File: src/verilog/conv_pkg.sv
`default_nettype none

package conv_pkg;

    // field widths
    typedef logic [63:0] rec_t;   // one event record
    typedef logic [7:0]  char_t;  // ascii character
    typedef logic [3:0]  bcd_t;   // one decimal digit
    typedef logic [4:0]  idx_t;   // char position in a message

    // event code in bits 63..60 of the record
    typedef enum logic [3:0] {
        EVT_W_TIME = 4'd5,  // wall-clock time
        EVT_SR04   = 4'd6,  // ultrasonic distance
        EVT_DHT11  = 4'd7   // humidity and temperature
    } evt_e;

    // controller states
    typedef enum logic [1:0] {
        ST_IDLE = 2'd0,
        ST_CAL  = 2'd1,
        ST_SEND = 2'd2
    } state_e;

    // ascii constants
    localparam char_t ASCII_ZERO = 8'd48;  // '0'
    localparam char_t ASCII_NL   = 8'd10;  // line feed
    localparam char_t ASCII_DOT  = 8'd46;  // '.'

endpackage

`default_nettype wire

File: src/verilog/data_convert.sv
`timescale 1ns/10ps
`default_nettype none

module data_convert (
    input  logic             clk,
    input  logic             rst,
    input  logic             i_start,
    input  conv_pkg::rec_t   i_data,
    input  logic             i_full,
    output logic             o_push,
    output conv_pkg::char_t  o_data
);

    import conv_pkg::*;

    logic        load;
    logic        calc;
    idx_t        idx;
    char_t       chr;
    logic        last;
    logic        known;
    evt_e        evt;
    logic [31:0] time_bcd;
    logic [15:0] dist_bcd;
    logic [15:0] hum_bcd;
    logic [15:0] temp_bcd;

    msg_ctrl u_ctrl (
        .clk     (clk),
        .rst     (rst),
        .i_start (i_start),
        .i_full  (i_full),
        .i_char  (chr),
        .i_last  (last),
        .i_known (known),
        .o_load  (load),
        .o_calc  (calc),
        .o_idx   (idx),
        .o_push  (o_push),
        .o_data  (o_data)
    );

    sensor_bcd u_bcd (
        .clk    (clk),
        .rst    (rst),
        .i_load (load),
        .i_calc (calc),
        .i_data (i_data),
        .o_evt  (evt),
        .o_time (time_bcd),
        .o_dist (dist_bcd),
        .o_hum  (hum_bcd),
        .o_temp (temp_bcd)
    );

    msg_format u_fmt (
        .i_evt   (evt),
        .i_idx   (idx),
        .i_time  (time_bcd),
        .i_dist  (dist_bcd),
        .i_hum   (hum_bcd),
        .i_temp  (temp_bcd),
        .o_char  (chr),
        .o_last  (last),
        .o_known (known)
    );

endmodule

`default_nettype wire

File: src/verilog/msg_ctrl.sv
`timescale 1ns/10ps
`default_nettype none

module msg_ctrl (
    input  logic             clk,
    input  logic             rst,
    input  logic             i_start,
    input  logic             i_full,
    input  conv_pkg::char_t  i_char,
    input  logic             i_last,
    input  logic             i_known,
    output logic             o_load,
    output logic             o_calc,
    output conv_pkg::idx_t   o_idx,
    output logic             o_push,
    output conv_pkg::char_t  o_data
);

    import conv_pkg::*;

    state_e state;

    assign o_load = (state == ST_IDLE) && i_start;  // start ignored elsewhere
    assign o_calc = (state == ST_CAL);

    always_ff @(posedge clk or posedge rst) begin
        if (rst) begin
            state  <= ST_IDLE;
            o_idx  <= '0;
            o_push <= 1'b0;
            o_data <= '0;
        end else begin
            o_push <= 1'b0;
            case (state)
                ST_IDLE: begin
                    if (i_start) begin
                        state <= ST_CAL;
                        o_idx <= '0;
                    end
                end
                ST_CAL: begin
                    if (i_known) begin
                        state <= ST_SEND;
                    end else begin
                        state <= ST_IDLE;  // drop unknown record
                    end
                end
                ST_SEND: begin
                    if (!i_full) begin
                        o_push <= 1'b1;
                        o_data <= i_char;
                        o_idx  <= idx_t'(o_idx + 1'b1);
                        if (i_last) begin
                            state <= ST_IDLE;
                        end
                    end
                end
                default: begin
                    state <= ST_IDLE;
                end
            endcase
        end
    end

endmodule

`default_nettype wire

File: src/verilog/msg_format.sv
`timescale 1ns/10ps
`default_nettype none

module msg_format (
    input  conv_pkg::evt_e   i_evt,
    input  conv_pkg::idx_t   i_idx,
    input  logic [31:0]      i_time,
    input  logic [15:0]      i_dist,
    input  logic [15:0]      i_hum,
    input  logic [15:0]      i_temp,
    output conv_pkg::char_t  o_char,
    output logic             o_last,
    output logic             o_known
);

    import conv_pkg::*;

    function automatic char_t dig(input bcd_t d);
        return ASCII_ZERO + char_t'(d);
    endfunction

    always_comb begin
        o_char  = 8'h00;
        o_last  = 1'b0;
        o_known = 1'b1;
        case (i_evt)
            EVT_W_TIME: begin  // W:TIME=HH:MM:SS:CC
                case (i_idx)
                    5'd0:    o_char = "W";
                    5'd1:    o_char = ":";
                    5'd2:    o_char = "T";
                    5'd3:    o_char = "I";
                    5'd4:    o_char = "M";
                    5'd5:    o_char = "E";
                    5'd6:    o_char = "=";
                    5'd7:    o_char = dig(i_time[31:28]);
                    5'd8:    o_char = dig(i_time[27:24]);
                    5'd9:    o_char = ":";
                    5'd10:   o_char = dig(i_time[23:20]);
                    5'd11:   o_char = dig(i_time[19:16]);
                    5'd12:   o_char = ":";
                    5'd13:   o_char = dig(i_time[15:12]);
                    5'd14:   o_char = dig(i_time[11:8]);
                    5'd15:   o_char = ":";
                    5'd16:   o_char = dig(i_time[7:4]);
                    5'd17:   o_char = dig(i_time[3:0]);
                    5'd18:   o_char = ASCII_NL;
                    default: o_char = 8'h00;
                endcase
                o_last = (i_idx == 5'd18);
            end
            EVT_SR04: begin  // SR04:dist=DDD.dcm
                case (i_idx)
                    5'd0:    o_char = "S";
                    5'd1:    o_char = "R";
                    5'd2:    o_char = "0";
                    5'd3:    o_char = "4";
                    5'd4:    o_char = ":";
                    5'd5:    o_char = "d";
                    5'd6:    o_char = "i";
                    5'd7:    o_char = "s";
                    5'd8:    o_char = "t";
                    5'd9:    o_char = "=";
                    5'd10:   o_char = dig(i_dist[15:12]);  // hundreds
                    5'd11:   o_char = dig(i_dist[11:8]);
                    5'd12:   o_char = dig(i_dist[7:4]);
                    5'd13:   o_char = ASCII_DOT;
                    5'd14:   o_char = dig(i_dist[3:0]);    // tenths
                    5'd15:   o_char = "c";
                    5'd16:   o_char = "m";
                    5'd17:   o_char = ASCII_NL;
                    default: o_char = 8'h00;
                endcase
                o_last = (i_idx == 5'd17);
            end
            EVT_DHT11: begin  // three lines
                case (i_idx)
                    5'd0:    o_char = "D";
                    5'd1:    o_char = "H";
                    5'd2:    o_char = "T";
                    5'd3:    o_char = ":";
                    5'd4:    o_char = ASCII_NL;
                    5'd5:    o_char = "r";
                    5'd6:    o_char = "h";
                    5'd7:    o_char = "=";
                    5'd8:    o_char = dig(i_hum[15:12]);
                    5'd9:    o_char = dig(i_hum[11:8]);
                    5'd10:   o_char = ASCII_DOT;
                    5'd11:   o_char = dig(i_hum[7:4]);
                    5'd12:   o_char = dig(i_hum[3:0]);
                    5'd13:   o_char = "%";
                    5'd14:   o_char = ASCII_NL;
                    5'd15:   o_char = "t";
                    5'd16:   o_char = "=";
                    5'd17:   o_char = dig(i_temp[15:12]);
                    5'd18:   o_char = dig(i_temp[11:8]);
                    5'd19:   o_char = ASCII_DOT;
                    5'd20:   o_char = dig(i_temp[7:4]);
                    5'd21:   o_char = dig(i_temp[3:0]);
                    5'd22:   o_char = "C";
                    5'd23:   o_char = ASCII_NL;
                    default: o_char = 8'h00;
                endcase
                o_last = (i_idx == 5'd23);
            end
            default: begin
                o_known = 1'b0;  // stopwatch and unused codes
            end
        endcase
    end

endmodule

`default_nettype wire

File: src/verilog/sensor_bcd.sv
`timescale 1ns/10ps
`default_nettype none

module sensor_bcd (
    input  logic             clk,
    input  logic             rst,
    input  logic             i_load,
    input  logic             i_calc,
    input  conv_pkg::rec_t   i_data,
    output conv_pkg::evt_e   o_evt,
    output logic [31:0]      o_time,
    output logic [15:0]      o_dist,
    output logic [15:0]      o_hum,
    output logic [15:0]      o_temp
);

    import conv_pkg::*;

    logic [31:0] time_q;      // bcd already
    logic [11:0] dist_int;    // centimeters
    bcd_t        dist_frac;   // tenths
    logic [7:0]  hum_int;
    logic [7:0]  hum_dec;
    logic [7:0]  temp_int;
    logic [7:0]  temp_dec;

    logic [11:0] dist_m1000;
    logic [11:0] dist_m100;
    logic [11:0] dist_hund;
    logic [11:0] dist_tens;
    logic [11:0] dist_ones;

    // byte up to 99 -> {tens, ones}
    function automatic logic [7:0] two_digits(input logic [7:0] val);
        logic [7:0] tens;
        logic [7:0] ones;
        tens = val / 8'd10;
        ones = val % 8'd10;
        return {tens[3:0], ones[3:0]};
    endfunction

    always_ff @(posedge clk or posedge rst) begin
        if (rst) begin
            o_evt <= evt_e'(4'd0);
        end else if (i_load) begin
            o_evt <= evt_e'(i_data[63:60]);
        end
    end

    // the three layouts overlap in 59..28
    always_ff @(posedge clk) begin
        if (i_load) begin
            time_q    <= i_data[59:28];
            dist_int  <= i_data[59:48];
            dist_frac <= i_data[47:44];
            hum_int   <= i_data[59:52];
            hum_dec   <= i_data[51:44];
            temp_int  <= i_data[43:36];
            temp_dec  <= i_data[35:28];
        end
    end

    always_comb begin
        dist_m1000 = dist_int % 12'd1000;  // values above 999 wrap
        dist_m100  = dist_int % 12'd100;
        dist_hund  = dist_m1000 / 12'd100;
        dist_tens  = dist_m100 / 12'd10;
        dist_ones  = dist_int % 12'd10;
    end

    always_ff @(posedge clk) begin
        if (i_calc) begin
            o_dist <= {dist_hund[3:0], dist_tens[3:0], dist_ones[3:0], dist_frac};
            o_hum  <= {two_digits(hum_int), two_digits(hum_dec)};
            o_temp <= {two_digits(temp_int), two_digits(temp_dec)};
        end
    end

    assign o_time = time_q;

endmodule

`default_nettype wire
File: config.mk
export PLATFORM = sky130hd
export DESIGN_NAME = data_convert
export DESIGN_NICKNAME = d
export VERILOG_FILES = /design/src/verilog/conv_pkg.sv /design/src/verilog/data_convert.sv /design/src/verilog/msg_ctrl.sv /design/src/verilog/msg_format.sv /design/src/verilog/sensor_bcd.sv
export SDC_FILE = /design/constraint.sdc
export NUM_CORES = 1
export LEC_CHECK = 0
export CORE_MARGIN = 3
export CORE_UTILIZATION = 50
export CTS_CLUSTER_DIAMETER = 150
export DETAILED_ROUTE_END_ITERATION = 10
export DONT_BUFFER_PORTS = 1
export PLACE_DENSITY_LB_ADDON = 0.08
export SYNTH_ARGS = -nofsm -noshare
export SYNTH_HDL_FRONTEND = slang
export SYNTH_SLANG_ARGS = --single-unit
File: constraint.sdc
create_clock -name clk -period 8.5 [get_ports clk]
set_input_delay 2.55 -clock clk [delete_from_list [all_inputs] [get_ports clk]]
set_output_delay 2.55 -clock clk [all_outputs]
set_load 0.01 [all_outputs]
==> results of run 1 <==
final cells by class:
| type | instances | area share, % |
|---|---|---|
| well taps | 319 | 3.07 |
| inverters | 47 | 1.36 |
| clock inverters | 7 | 0.740 |
| clock buffers | 9 | 1.73 |
| repair buffers | 53 | 3.06 |
| multi-input cells | 1372 | 68.2 |
| flip-flops and latches | 98 | 21.9 |
cells in the mapped netlist, drive strengths merged, types with 28 or more instances:
cell type  instances  area share [%]
buf               30             1.4
a21oi            117             4.8
xnor2             47             3.4
inv               42             1.3
edfxtp            79              19
a211oi            32             2.2
nor2             172             5.2
o21ai            125             5.2
a31oi             43             2.4
o211ai            28             1.7
nor3              63             2.7
nand2            137             4.2
nand3             60             2.5
clkbuf            75             2.3
where the power goes:
group          switching (W)  total, W  leakage (nW)  internal [W]
Sequential          0.000151  0.000919         0.993      0.000768
Clock               0.000219  0.000458         0.154      0.000238
Combinational        0.00240   0.00387          3.35       0.00146
Total                0.00278   0.00524          4.50       0.00247
timing repair:
action / CTS / global route
hold buffers: 0 / 0
setup buffers: 0 / 0
setup endpoints to repair: 0 / 5
gates resized for setup: 0 / 5
worst reg2reg max path: stages (launching register included):
cell and delay (ps):
edfxtp_1 360, inv_1 150, ha_1 450, or4b_4 670, o21ai_4 230, a31oi_2 140, nor4_4 340, mux2i_1 660
nor2_1 360, o32ai_1 480, nand2b_1 270, a21oi_2 140, o211ai_1 390, a41oi_1 260, a211oi_1 490, o21ai_0 270
a31o_1 310, a211oi_4 350, maj3_2 240, o21a_1 320, xnor2_2 180, o21ai_0 110, a21o_1 190, a221o_1 330
metrics by stage:
step / total power (W) / area [um^2] / setup slack [ps] / util (%) / std cells
finish: 0.00524 / 13000 / 560 / 54.6 / 1905
global route: 0.00567 / 13000 / -9.59 / 54.6 / 1905
CTS: 0.00515 / 13000 / 412 / 54.5 / 1905
detailed placement: 0.00468 / 12700 / 486 / 53.2 / 1889
global placement: 0.00463 / 12700 / 541 / 53.2 / 1889
floorplan: 0.00386 / 12300 / 1480 / - / 1622
logic make-up (layout without fill, tap and decap cells):
| family | Yosys count | after routing | synth area share, % |
|---|---|---|---|
| and+or+nand+nor | 624 | 624 | 25.4 |
| xor gates and xnor gates | 62 | 62 | 4.47 |
| other | 1 | 1 | 0.0305 |
| buffers and inverters | 152 | 116 | 5.08 |
| DFF | 98 | 98 | 23.1 |
| AOI/OAI and AO/OA | 627 | 627 | 36.7 |
| adders and majority gates | 19 | 19 | 1.86 |
| muxes | 39 | 39 | 3.37 |
routing by layer:
metal | up-vias | part of all wire (%) | global-route usage, %
met5 | - | 0 | 0
met1 | 6437 | 41 | 41.2
met4 | 0 | 3.8 | 12.0
met3 | 109 | 7.8 | 5.11
li1 | 6278 | - | -
met2 | 664 | 47 | 53.4
worst min path at each step:
stage / from / to
global placement: u_bcd.temp_dec[0]$_DFFE_PP_ / u_bcd.o_temp[0]$_DFFE_PP_
global route: u_bcd.temp_int[0]$_DFFE_PP_ / u_bcd.o_temp[8]$_DFFE_PP_
floorplan: u_bcd.hum_dec[2]$_DFFE_PP_ / u_bcd.o_dist[2]$_DFFE_PP_
CTS: u_bcd.temp_dec[0]$_DFFE_PP_ / u_bcd.o_temp[0]$_DFFE_PP_
finish: u_bcd.temp_int[0]$_DFFE_PP_ / u_bcd.o_temp[8]$_DFFE_PP_
detailed placement: u_bcd.temp_dec[0]$_DFFE_PP_ / u_bcd.o_temp[0]$_DFFE_PP_
sequential cells by signal, indices dropped and copies added (netlist names), 4 cells and up:
name and cells:
u_bcd.temp_int 7, u_bcd.o_dist 15, u_bcd.temp_dec 7, u_bcd.hum_int 8, u_ctrl.o_idx 5, u_ctrl.o_data 7, u_bcd.o_hum 16, u_bcd.o_temp 16
u_bcd.hum_dec 7, u_bcd.o_evt 4
==> results.tsv, run 1 <==
metric	value	unit
status	finished clean	
most common cell after layout, fill and taps aside	nor2_1	
post-route setup TNS	0	ps
die height	163	um
GRT Total Usage	31.8	%
final net count	1664	
antenna cells	0	
GPL Wtd Cong	0.985	
Max Cap Viol	0	
CTS Root Cell	clkbuf_16	
clk_skew	19.0	ps
wire per inst	22.7	um
antenna-violating nets left	0	
commonest non-fill, non-tap cells in the layout	nor2_1 (171), nand2_1 (136), o21ai_0 (117), a21oi_1 (115), edfxtp_1 (79)	
crit path capture type	flop	
Async SR Flop Fraction	19.4	%
fin. max-slew vios	0	
critical path depth in cells	23	
fin crit share	93.4	%
Seq/Total Area, Yosys	23.1	%
IO Port Bufs	0	
critical path class	reg -> reg	
fmax	126	MHz
routed via count	13488	
Startpoint Class	flop	
Reg area	0.00285	mm^2
Die ar.	0.0265	mm^2
clock sink total	98	
Vias/cell	7.08	
Clock Tree Buf Depth	2	
relative slew slack	32.5	%
Site Rows	56	
Reg2Reg Depth	23	
DP HPWL	32.3	mm
CP top delay family	compound AO/OA/AOI/OAI gates	
share of layout cells above drive strength 1	9.52	%
TritonCTS clock tree	done	
worst path required time	8600	ps
CTS H-tree lvls	3	
Clk Latency, worst-skew pair	360	ps
RR Endpoint	u_bcd.o_dist[8]$_DFFE_PP_	
worst-path cell with the longest stage delay	or4b_4	
vias in the first global route	12248	
Leak	4.50	nW
footprint of the multi-input gates	0.00887	mm^2
synthesized instance count	1622	
Worst VDD drop	0.000404	V
Yosys warnings	0	
hold path depth	0	
chip width	163	um
Tmin final	7940	ps
critical path fanouts, max	11	
EDFF count, synth	79	
Top FF cell, synth	edfxtp_1	
critical path arrival	8040	ps
post-route DRC violation count	0	
Final Setup Violations	0	
total grt overflow	0	
First DRT Iteration DRCs	1488	
Largest stage delay, worst path	670	ps
Net Count, Synth	1705	
crit-path cells	inv_1, ha_1, or4b_4, o21ai_4, a31oi_2, nor4_4, mux2i_1, nor2_1, o32ai_1, nand2b_1, a21oi_2, o211ai_1, a41oi_1, a211oi_1, o21ai_0, a31o_1, a211oi_4, maj3_2, o21a_1, xnor2_2, o21ai_0, a21o_1, a221o_1	
Tightest Pin Transition	1010	ps
first-pass GRT wire length	68.1	mm
Starting Density	51.7	%
clock edge transition at the registers on the reported setup and hold paths	90	ps
fillers	2346	
crit path capture	u_bcd.o_dist[8]$_DFFE_PP_	
Setup crit start	u_bcd.hum_dec[5]$_DFFE_PP_	
worst hold slack	501	ps
buffers plus inverters on the worst setup path	1	
Syn Std Cell Area	0.0123	mm^2
Crit path top cell by count	o21ai_0	
r2r startpoint	u_bcd.hum_dec[5]$_DFFE_PP_	
initial antenna violation count	0	
WL final	43.2	mm
Min-Delay Path Class	reg -> reg	
TritonCTS Buffers	9	
Synth Register Bits	98	
post-synthesis cell type count	116	
core area	0.0238	mm^2
area delta synth->final	5.70	%
Mapped Avg Cell Area	7.59	um^2
Final Hold Fails	0	
number of I/O pins	77	
First-pass DRT Iterations	5	
largest net degree at the start of global routing	49	
r2r setup slk	560	ps
pwr/cell area	403	mW/mm^2
Power figures use the tool's default switching activity.
==> inputs of run 2 (changes only) <==
--- a/config.mk
+++ b/config.mk
@@ -5,6 +5,7 @@
 export SDC_FILE = /design/constraint.sdc
 export NUM_CORES = 1
 export LEC_CHECK = 0
+export ABC_AREA = 1
 export CORE_MARGIN = 3
 export CORE_UTILIZATION = 50
 export CTS_CLUSTER_DIAMETER = 150
==> results.tsv, run 2 <==
metric	value	unit
status	finished clean	
Clk Latency, worst-skew pair	360	ps
core area	0.0203	mm^2
TritonCTS clock tree	done	
Yosys warnings	0	
post-route setup TNS	0	ps
CTS H-tree lvls	3	
routed via count	9721	
TritonCTS Buffers	9	
Reg2Reg Depth	48	
Final Setup Violations	0	
RR Endpoint	u_bcd.o_dist[7]$_DFFE_PP_	
Largest stage delay, worst path	540	ps
Die ar.	0.0226	mm^2
Syn Std Cell Area	0.0104	mm^2
post-synthesis cell type count	69	
biggest regs	u_bcd.o_hum (16), u_bcd.o_temp (16), u_bcd.o_dist (15)	
r2r setup slk	1200	ps
post-CTS sizing	0	
Tightest Pin Transition	893	ps
Vias/cell	5.46	
clk_skew	10.7	ps
Pint	0.00158	W
share of layout cells above drive strength 1	15.0	%
top cells by count, synth	nand2_1 (399), inv_1 (180), nand3_1 (148)	
Post-CTS Setup Inserts	0	
clock power share	11.6	%
worst hold slack	486	ps
CTS hold repair buffers	0	
fmax	137	MHz
fin. max-slew vios	0	
Tmin final	7300	ps
EDFF count, synth	79	
First DRT Iteration DRCs	477	
Site Rows	52	
total grt overflow	0	
crit path capture	u_bcd.o_dist[7]$_DFFE_PP_	
synthesized instance count	1506	
Seq/Total Area, Yosys	27.4	%
clock sink total	98	
r2r startpoint	u_bcd.hum_dec[5]$_DFFE_PP_	
Setup crit start	u_bcd.hum_dec[5]$_DFFE_PP_	
critical path arrival	7400	ps
vias in the first global route	9247	
worst path required time	8600	ps
final net count	1590	
Worst VDD drop	0.000263	V
Final Hold Fails	0	
post-route DRC violation count	0	
Net Sw Power	0.00184	W
logic gate share of total power	69.2	%
Area contributors post-synth	edfxtp_1 (23%), nand2_1 (14%), nand3_1 (7.1%)	
CTS Root Cell	clkbuf_16	
GPL Wtd Cong	0.908	
area delta synth->final	5.45	%
Startpoint Class	flop	
clock edge transition at the registers on the reported setup and hold paths	70	ps
Min-Delay Path Class	reg -> reg	
largest net degree at the start of global routing	49	
chip width	150	um
RSZ-0062 raised after global routing	no	
Synth Register Bits	98	
post-synth top area share	22.8	%
Net Count, Synth	1589	
initial antenna violation count	2	
critical path fanouts, max	19	
Async SR Flop Fraction	19.4	%
die height	150	um
First-pass DRT Iterations	5	
Mapped Avg Cell Area	6.90	um^2
antenna-violating nets left	0	
antenna cells	0	
pwr/cell area	312	mW/mm^2
DP HPWL	21.9	mm
commonest non-fill, non-tap cells in the layout	nand2_1 (399), inv_1 (180), nand3_1 (148), nor2_1 (143), edfxtp_1 (79)	
top-count cell post-synth	nand2_1	
Starting Density	51.2	%
most common cell after layout, fill and taps aside	nand2_1	
number of I/O pins	77	
Max Cap Viol	0	
worst-path cell with the longest stage delay	edfxtp_1	
Clock Tree Buf Depth	2	
fin crit share	85.8	%
Crit path top cell by count	nand2_1	
Top FF cell, synth	edfxtp_1	
largest area contributor in the netlist	edfxtp_1	
crit path capture type	flop	
IO Port Bufs	0	
GRT Total Usage	25.5	%
WL final	27.9	mm
first-pass GRT wire length	46.0	mm
Leak	5.18	nW
Sw Ratio	53.7	%
wire per inst	15.7	um
relative slew slack	40.2	%
critical path class	reg -> reg	
Reg power frac	19.2	%
run 2: worst min-delay path by stage:
stage	from	endpoint	slack, ps	cells past startpoint
2_1_floorplan	u_bcd.temp_int[0]$_DFFE_PP_	u_bcd.o_temp[8]$_DFFE_PP_	430	0
3_3_place_gp	u_bcd.o_evt[3]$_DFFE_PP0P_	u_bcd.o_evt[3]$_DFFE_PP0P_	470	2
3_5_place_dp	u_bcd.temp_dec[0]$_DFFE_PP_	u_bcd.o_temp[0]$_DFFE_PP_	450	0
4_1_cts	u_bcd.hum_dec[0]$_DFFE_PP_	u_bcd.o_hum[0]$_DFFE_PP_	490	0
5_1_grt	u_bcd.hum_dec[0]$_DFFE_PP_	u_bcd.o_hum[0]$_DFFE_PP_	490	0
6_report	u_bcd.o_evt[3]$_DFFE_PP0P_	u_bcd.o_evt[3]$_DFFE_PP0P_	490	2
run 2: per-layer routing:
layer  GRT usage [%]  part of all wire (%)  vias up
met5               0                 0.050        -
met2            44.7                    49      220
met1            32.0                    43     4459
li1                -                     -     4986
met4            10.1                   2.9        4
met3            2.89                   4.4       52
run 2: cells by family (layout without fill, tap and decap cells):
| kind of cell | count (synthesis) | count (layout) | synth area share [%] |
|---|---|---|---|
| compound gates | 195 | 195 | 12.9 |
| simple gates | 886 | 886 | 41.9 |
| flops | 98 | 98 | 27.4 |
| other cells | 1 | 1 | 0.0361 |
| mux | 5 | 5 | 0.494 |
| fa+ha+maj | 15 | 15 | 1.81 |
| buf+inv | 240 | 246 | 9.34 |
| xor+xnor | 66 | 66 | 6.07 |
run 2: worst max-delay path, delay by kind of cell, from the launching register on:
family | cells | cell delay [ps]
xor+xnor | 3 | 610
compound gates | 5 | 790
simple gates | 31 | 3640
flops | 1 | 540
buf+inv | 7 | 920
fa+ha+maj | 2 | 510
run 2: cell type report:
class                           instances  area, um^2
Clock buffer                            9         225
Clock inverter                          7        62.6
Fill cell                            2067        9340
Inverter                              222         845
Multi-Input combinational cell       1168        6580
Sequential cell                        98        2850
Tap cell                              270         338
Timing Repair Buffer                    8        60.1
run 2: power groups by stage:
stage                     combinational [W]  sequential, W  clock (W)
final                               0.00236       0.000657   0.000397
after global routing                0.00268       0.000664   0.000422
after CTS                           0.00236       0.000658   0.000407
after detailed placement            0.00235       0.000668          0
after global placement              0.00233       0.000667          0
after floorplan                     0.00190       0.000653          0
run 2: through the flow:
| step | setup slack (ps) | util (%) | instance area (um^2) | cells | total power (W) |
|---|---|---|---|---|---|
| after floorplan | 2590 | - | 10400 | 1506 | 0.00255 |
| after global placement | 1310 | 52.6 | 10700 | 1766 | 0.00300 |
| after global routing | 488 | 54.0 | 11000 | 1782 | 0.00377 |
| after detailed placement | 1210 | 52.6 | 10700 | 1766 | 0.00302 |
| final | 1200 | 54.0 | 11000 | 1782 | 0.00342 |
| after CTS | 1170 | 54.0 | 11000 | 1782 | 0.00342 |
==> inputs of run 3 (changes only) <==
--- a/config.mk
+++ b/config.mk
@@ -12,6 +12,7 @@
 export DETAILED_ROUTE_END_ITERATION = 10
 export DONT_BUFFER_PORTS = 1
 export PLACE_DENSITY_LB_ADDON = 0.08
+export RECOVER_POWER = 100
 export SYNTH_ARGS = -nofsm -noshare
 export SYNTH_HDL_FRONTEND = slang
 export SYNTH_SLANG_ARGS = --single-unit
==> results.tsv, run 3 (synthesis results as in run 2) <==
metric	value	unit
clock edge transition at the registers on the reported setup and hold paths	80	ps
wire per inst	15.7	um
worst-path cell with the longest stage delay	edfxtp_1	
Largest stage delay, worst path	540	ps
RR Endpoint	u_bcd.o_dist[6]$_DFFE_PP_	
Worst VDD drop	0.000260	V
hold path start	u_bcd.o_evt[3]$_DFFE_PP0P_	
WL final	28.0	mm
TritonCTS clock tree	done	
Tightest Pin Transition	2570	ps
status	complete, but fails checks	
Reg2Reg Depth	46	
initial antenna violation count	2	
chip width	150	um
CTS H-tree lvls	3	
IO Port Bufs	0	
Final Hold Fails	0	
post-route DRC violation count	0	
Leak	5.17	nW
fillers	2074	
total grt overflow	0	
die height	150	um
RSZ-0062 raised after global routing	no	
relative slew slack	-71.6	%
share of layout cells above drive strength 1	14.4	%
footprint of the multi-input gates	0.00655	mm^2
antenna cells	0	
worst path required time	8600	ps
CTS hold repair buffers	0	
Clock Tree Buf Depth	2	
r2r setup slk	1120	ps
Crit path top cell by count	nand2_4	
post-route setup TNS	0	ps
GPL Wtd Cong	0.908	
Final Setup Violations	0	
biggest regs	u_bcd.o_hum (16), u_bcd.o_temp (16), u_bcd.o_dist (15)	
critical path fanouts, max	19	
GRT Total Usage	25.5	%
fmax	135	MHz
r2r startpoint	u_bcd.hum_dec[5]$_DFFE_PP_	
fin crit share	86.9	%
core area	0.0203	mm^2
Die ar.	0.0226	mm^2
hold path depth	2	
Clk Latency, worst-skew pair	360	ps
final cell count without fillers	1782	
Post-CTS Setup Inserts	0	
crit path capture type	flop	
Max Cap Viol	2	
area delta synth->final	5.07	%
critical path arrival	7480	ps
routed via count	9724	
failing checks	capacitance limit, slew limit	
commonest non-fill, non-tap cells in the layout	nand2_1 (403), inv_1 (180), nand3_1 (149), nor2_1 (144), edfxtp_1 (79)	
post-CTS sizing	0	
Reg area	0.00285	mm^2
pwr/cell area	312	mW/mm^2
First-pass DRT Iterations	5	
most common cell after layout, fill and taps aside	nand2_1	
placed cells	1766	
clk_skew	10.1	ps
Min-Delay Path Class	reg -> reg	
DP HPWL	21.9	mm
Vias/cell	5.46	
largest net degree at the start of global routing	49	
vias in the first global route	9247	
clock sink total	98	
fin util	53.8	%
TritonCTS Buffers	9	
worst hold slack	486	ps
first-pass GRT wire length	46.0	mm
critical path class	reg -> reg	
Starting Density	51.2	%
number of I/O pins	77	
CTS Root Cell	clkbuf_16	
antenna-violating nets left	0	
final net count	1590	
setup ws final	1120	ps
Startpoint Class	flop	
worst slack at placement	1210	ps
fin. max-slew vios	78	
Tmin final	7380	ps
First DRT Iteration DRCs	508	
Min-Delay Endpoint	u_bcd.o_evt[3]$_DFFE_PP0P_	
Site Rows	52	
## run 3: cell types whose count changed in the layout (fill, tap and decap cells not counted), sizes merged
| cell | previous run | this run |
|---|---|---|
| buf | 8 | 5 |
| clkbuf | 9 | 12 |
## run 3: how the worst max path moves through the flow
stage,cells past startpoint,from,to
2_1_floorplan,47,u_bcd.hum_dec[6]$_DFFE_PP_,u_bcd.o_dist[7]$_DFFE_PP_
3_3_place_gp,46,u_bcd.hum_dec[5]$_DFFE_PP_,u_bcd.o_dist[7]$_DFFE_PP_
3_5_place_dp,48,u_bcd.hum_dec[5]$_DFFE_PP_,u_bcd.o_dist[7]$_DFFE_PP_
4_1_cts,48,u_bcd.hum_dec[5]$_DFFE_PP_,u_bcd.o_dist[7]$_DFFE_PP_
5_1_grt,51,u_bcd.hum_int[0]$_DFFE_PP_,u_bcd.o_dist[8]$_DFFE_PP_
6_report,46,u_bcd.hum_dec[5]$_DFFE_PP_,u_bcd.o_dist[6]$_DFFE_PP_
## run 3: cell type report
class | count | area share, %
Timing Repair Buffer | 8 | 0.447
Clock buffer | 9 | 2.06
Clock inverter | 7 | 0.573
Sequential cell | 98 | 26.1
Multi-Input combinational cell | 1168 | 60.0
Inverter | 222 | 7.73
Tap cell | 270 | 3.09
## run 3: power by group
group / switching (W) / internal [W]
registers: 0.0000488 / 0.000609
clock network: 0.000193 / 0.000204
logic: 0.00159 / 0.000765
total: 0.00183 / 0.00158
## run 3: layer usage
metal / part of all wire [%] / global-route usage, % / up-vias
met5: 0.050 / 0 / -
met3: 4.3 / 2.89 / 57
li1: - / - / 4988
met2: 49 / 44.7 / 217
met4: 3.0 / 10.1 / 4
met1: 44 / 32.0 / 4458
## run 3: stage by stage
step | cell area (um^2) | power (W)
6_report | 10900 | 0.00341
5_1_grt | 10900 | 0.00376
4_1_cts | 11000 | 0.00342
3_5_place_dp | 10700 | 0.00302
3_3_place_gp | 10700 | 0.00300
2_1_floorplan | 10400 | 0.00255
## run 3: critical path: cells and delay by family (launching register included)
kind,cells,cell delay (ps)
and+or+nand+nor,33,4020
AOI/OAI and AO/OA,4,950
buffers and inverters,6,830
DFF,1,540
xor gates and xnor gates,2,450
adders and majority gates,1,340
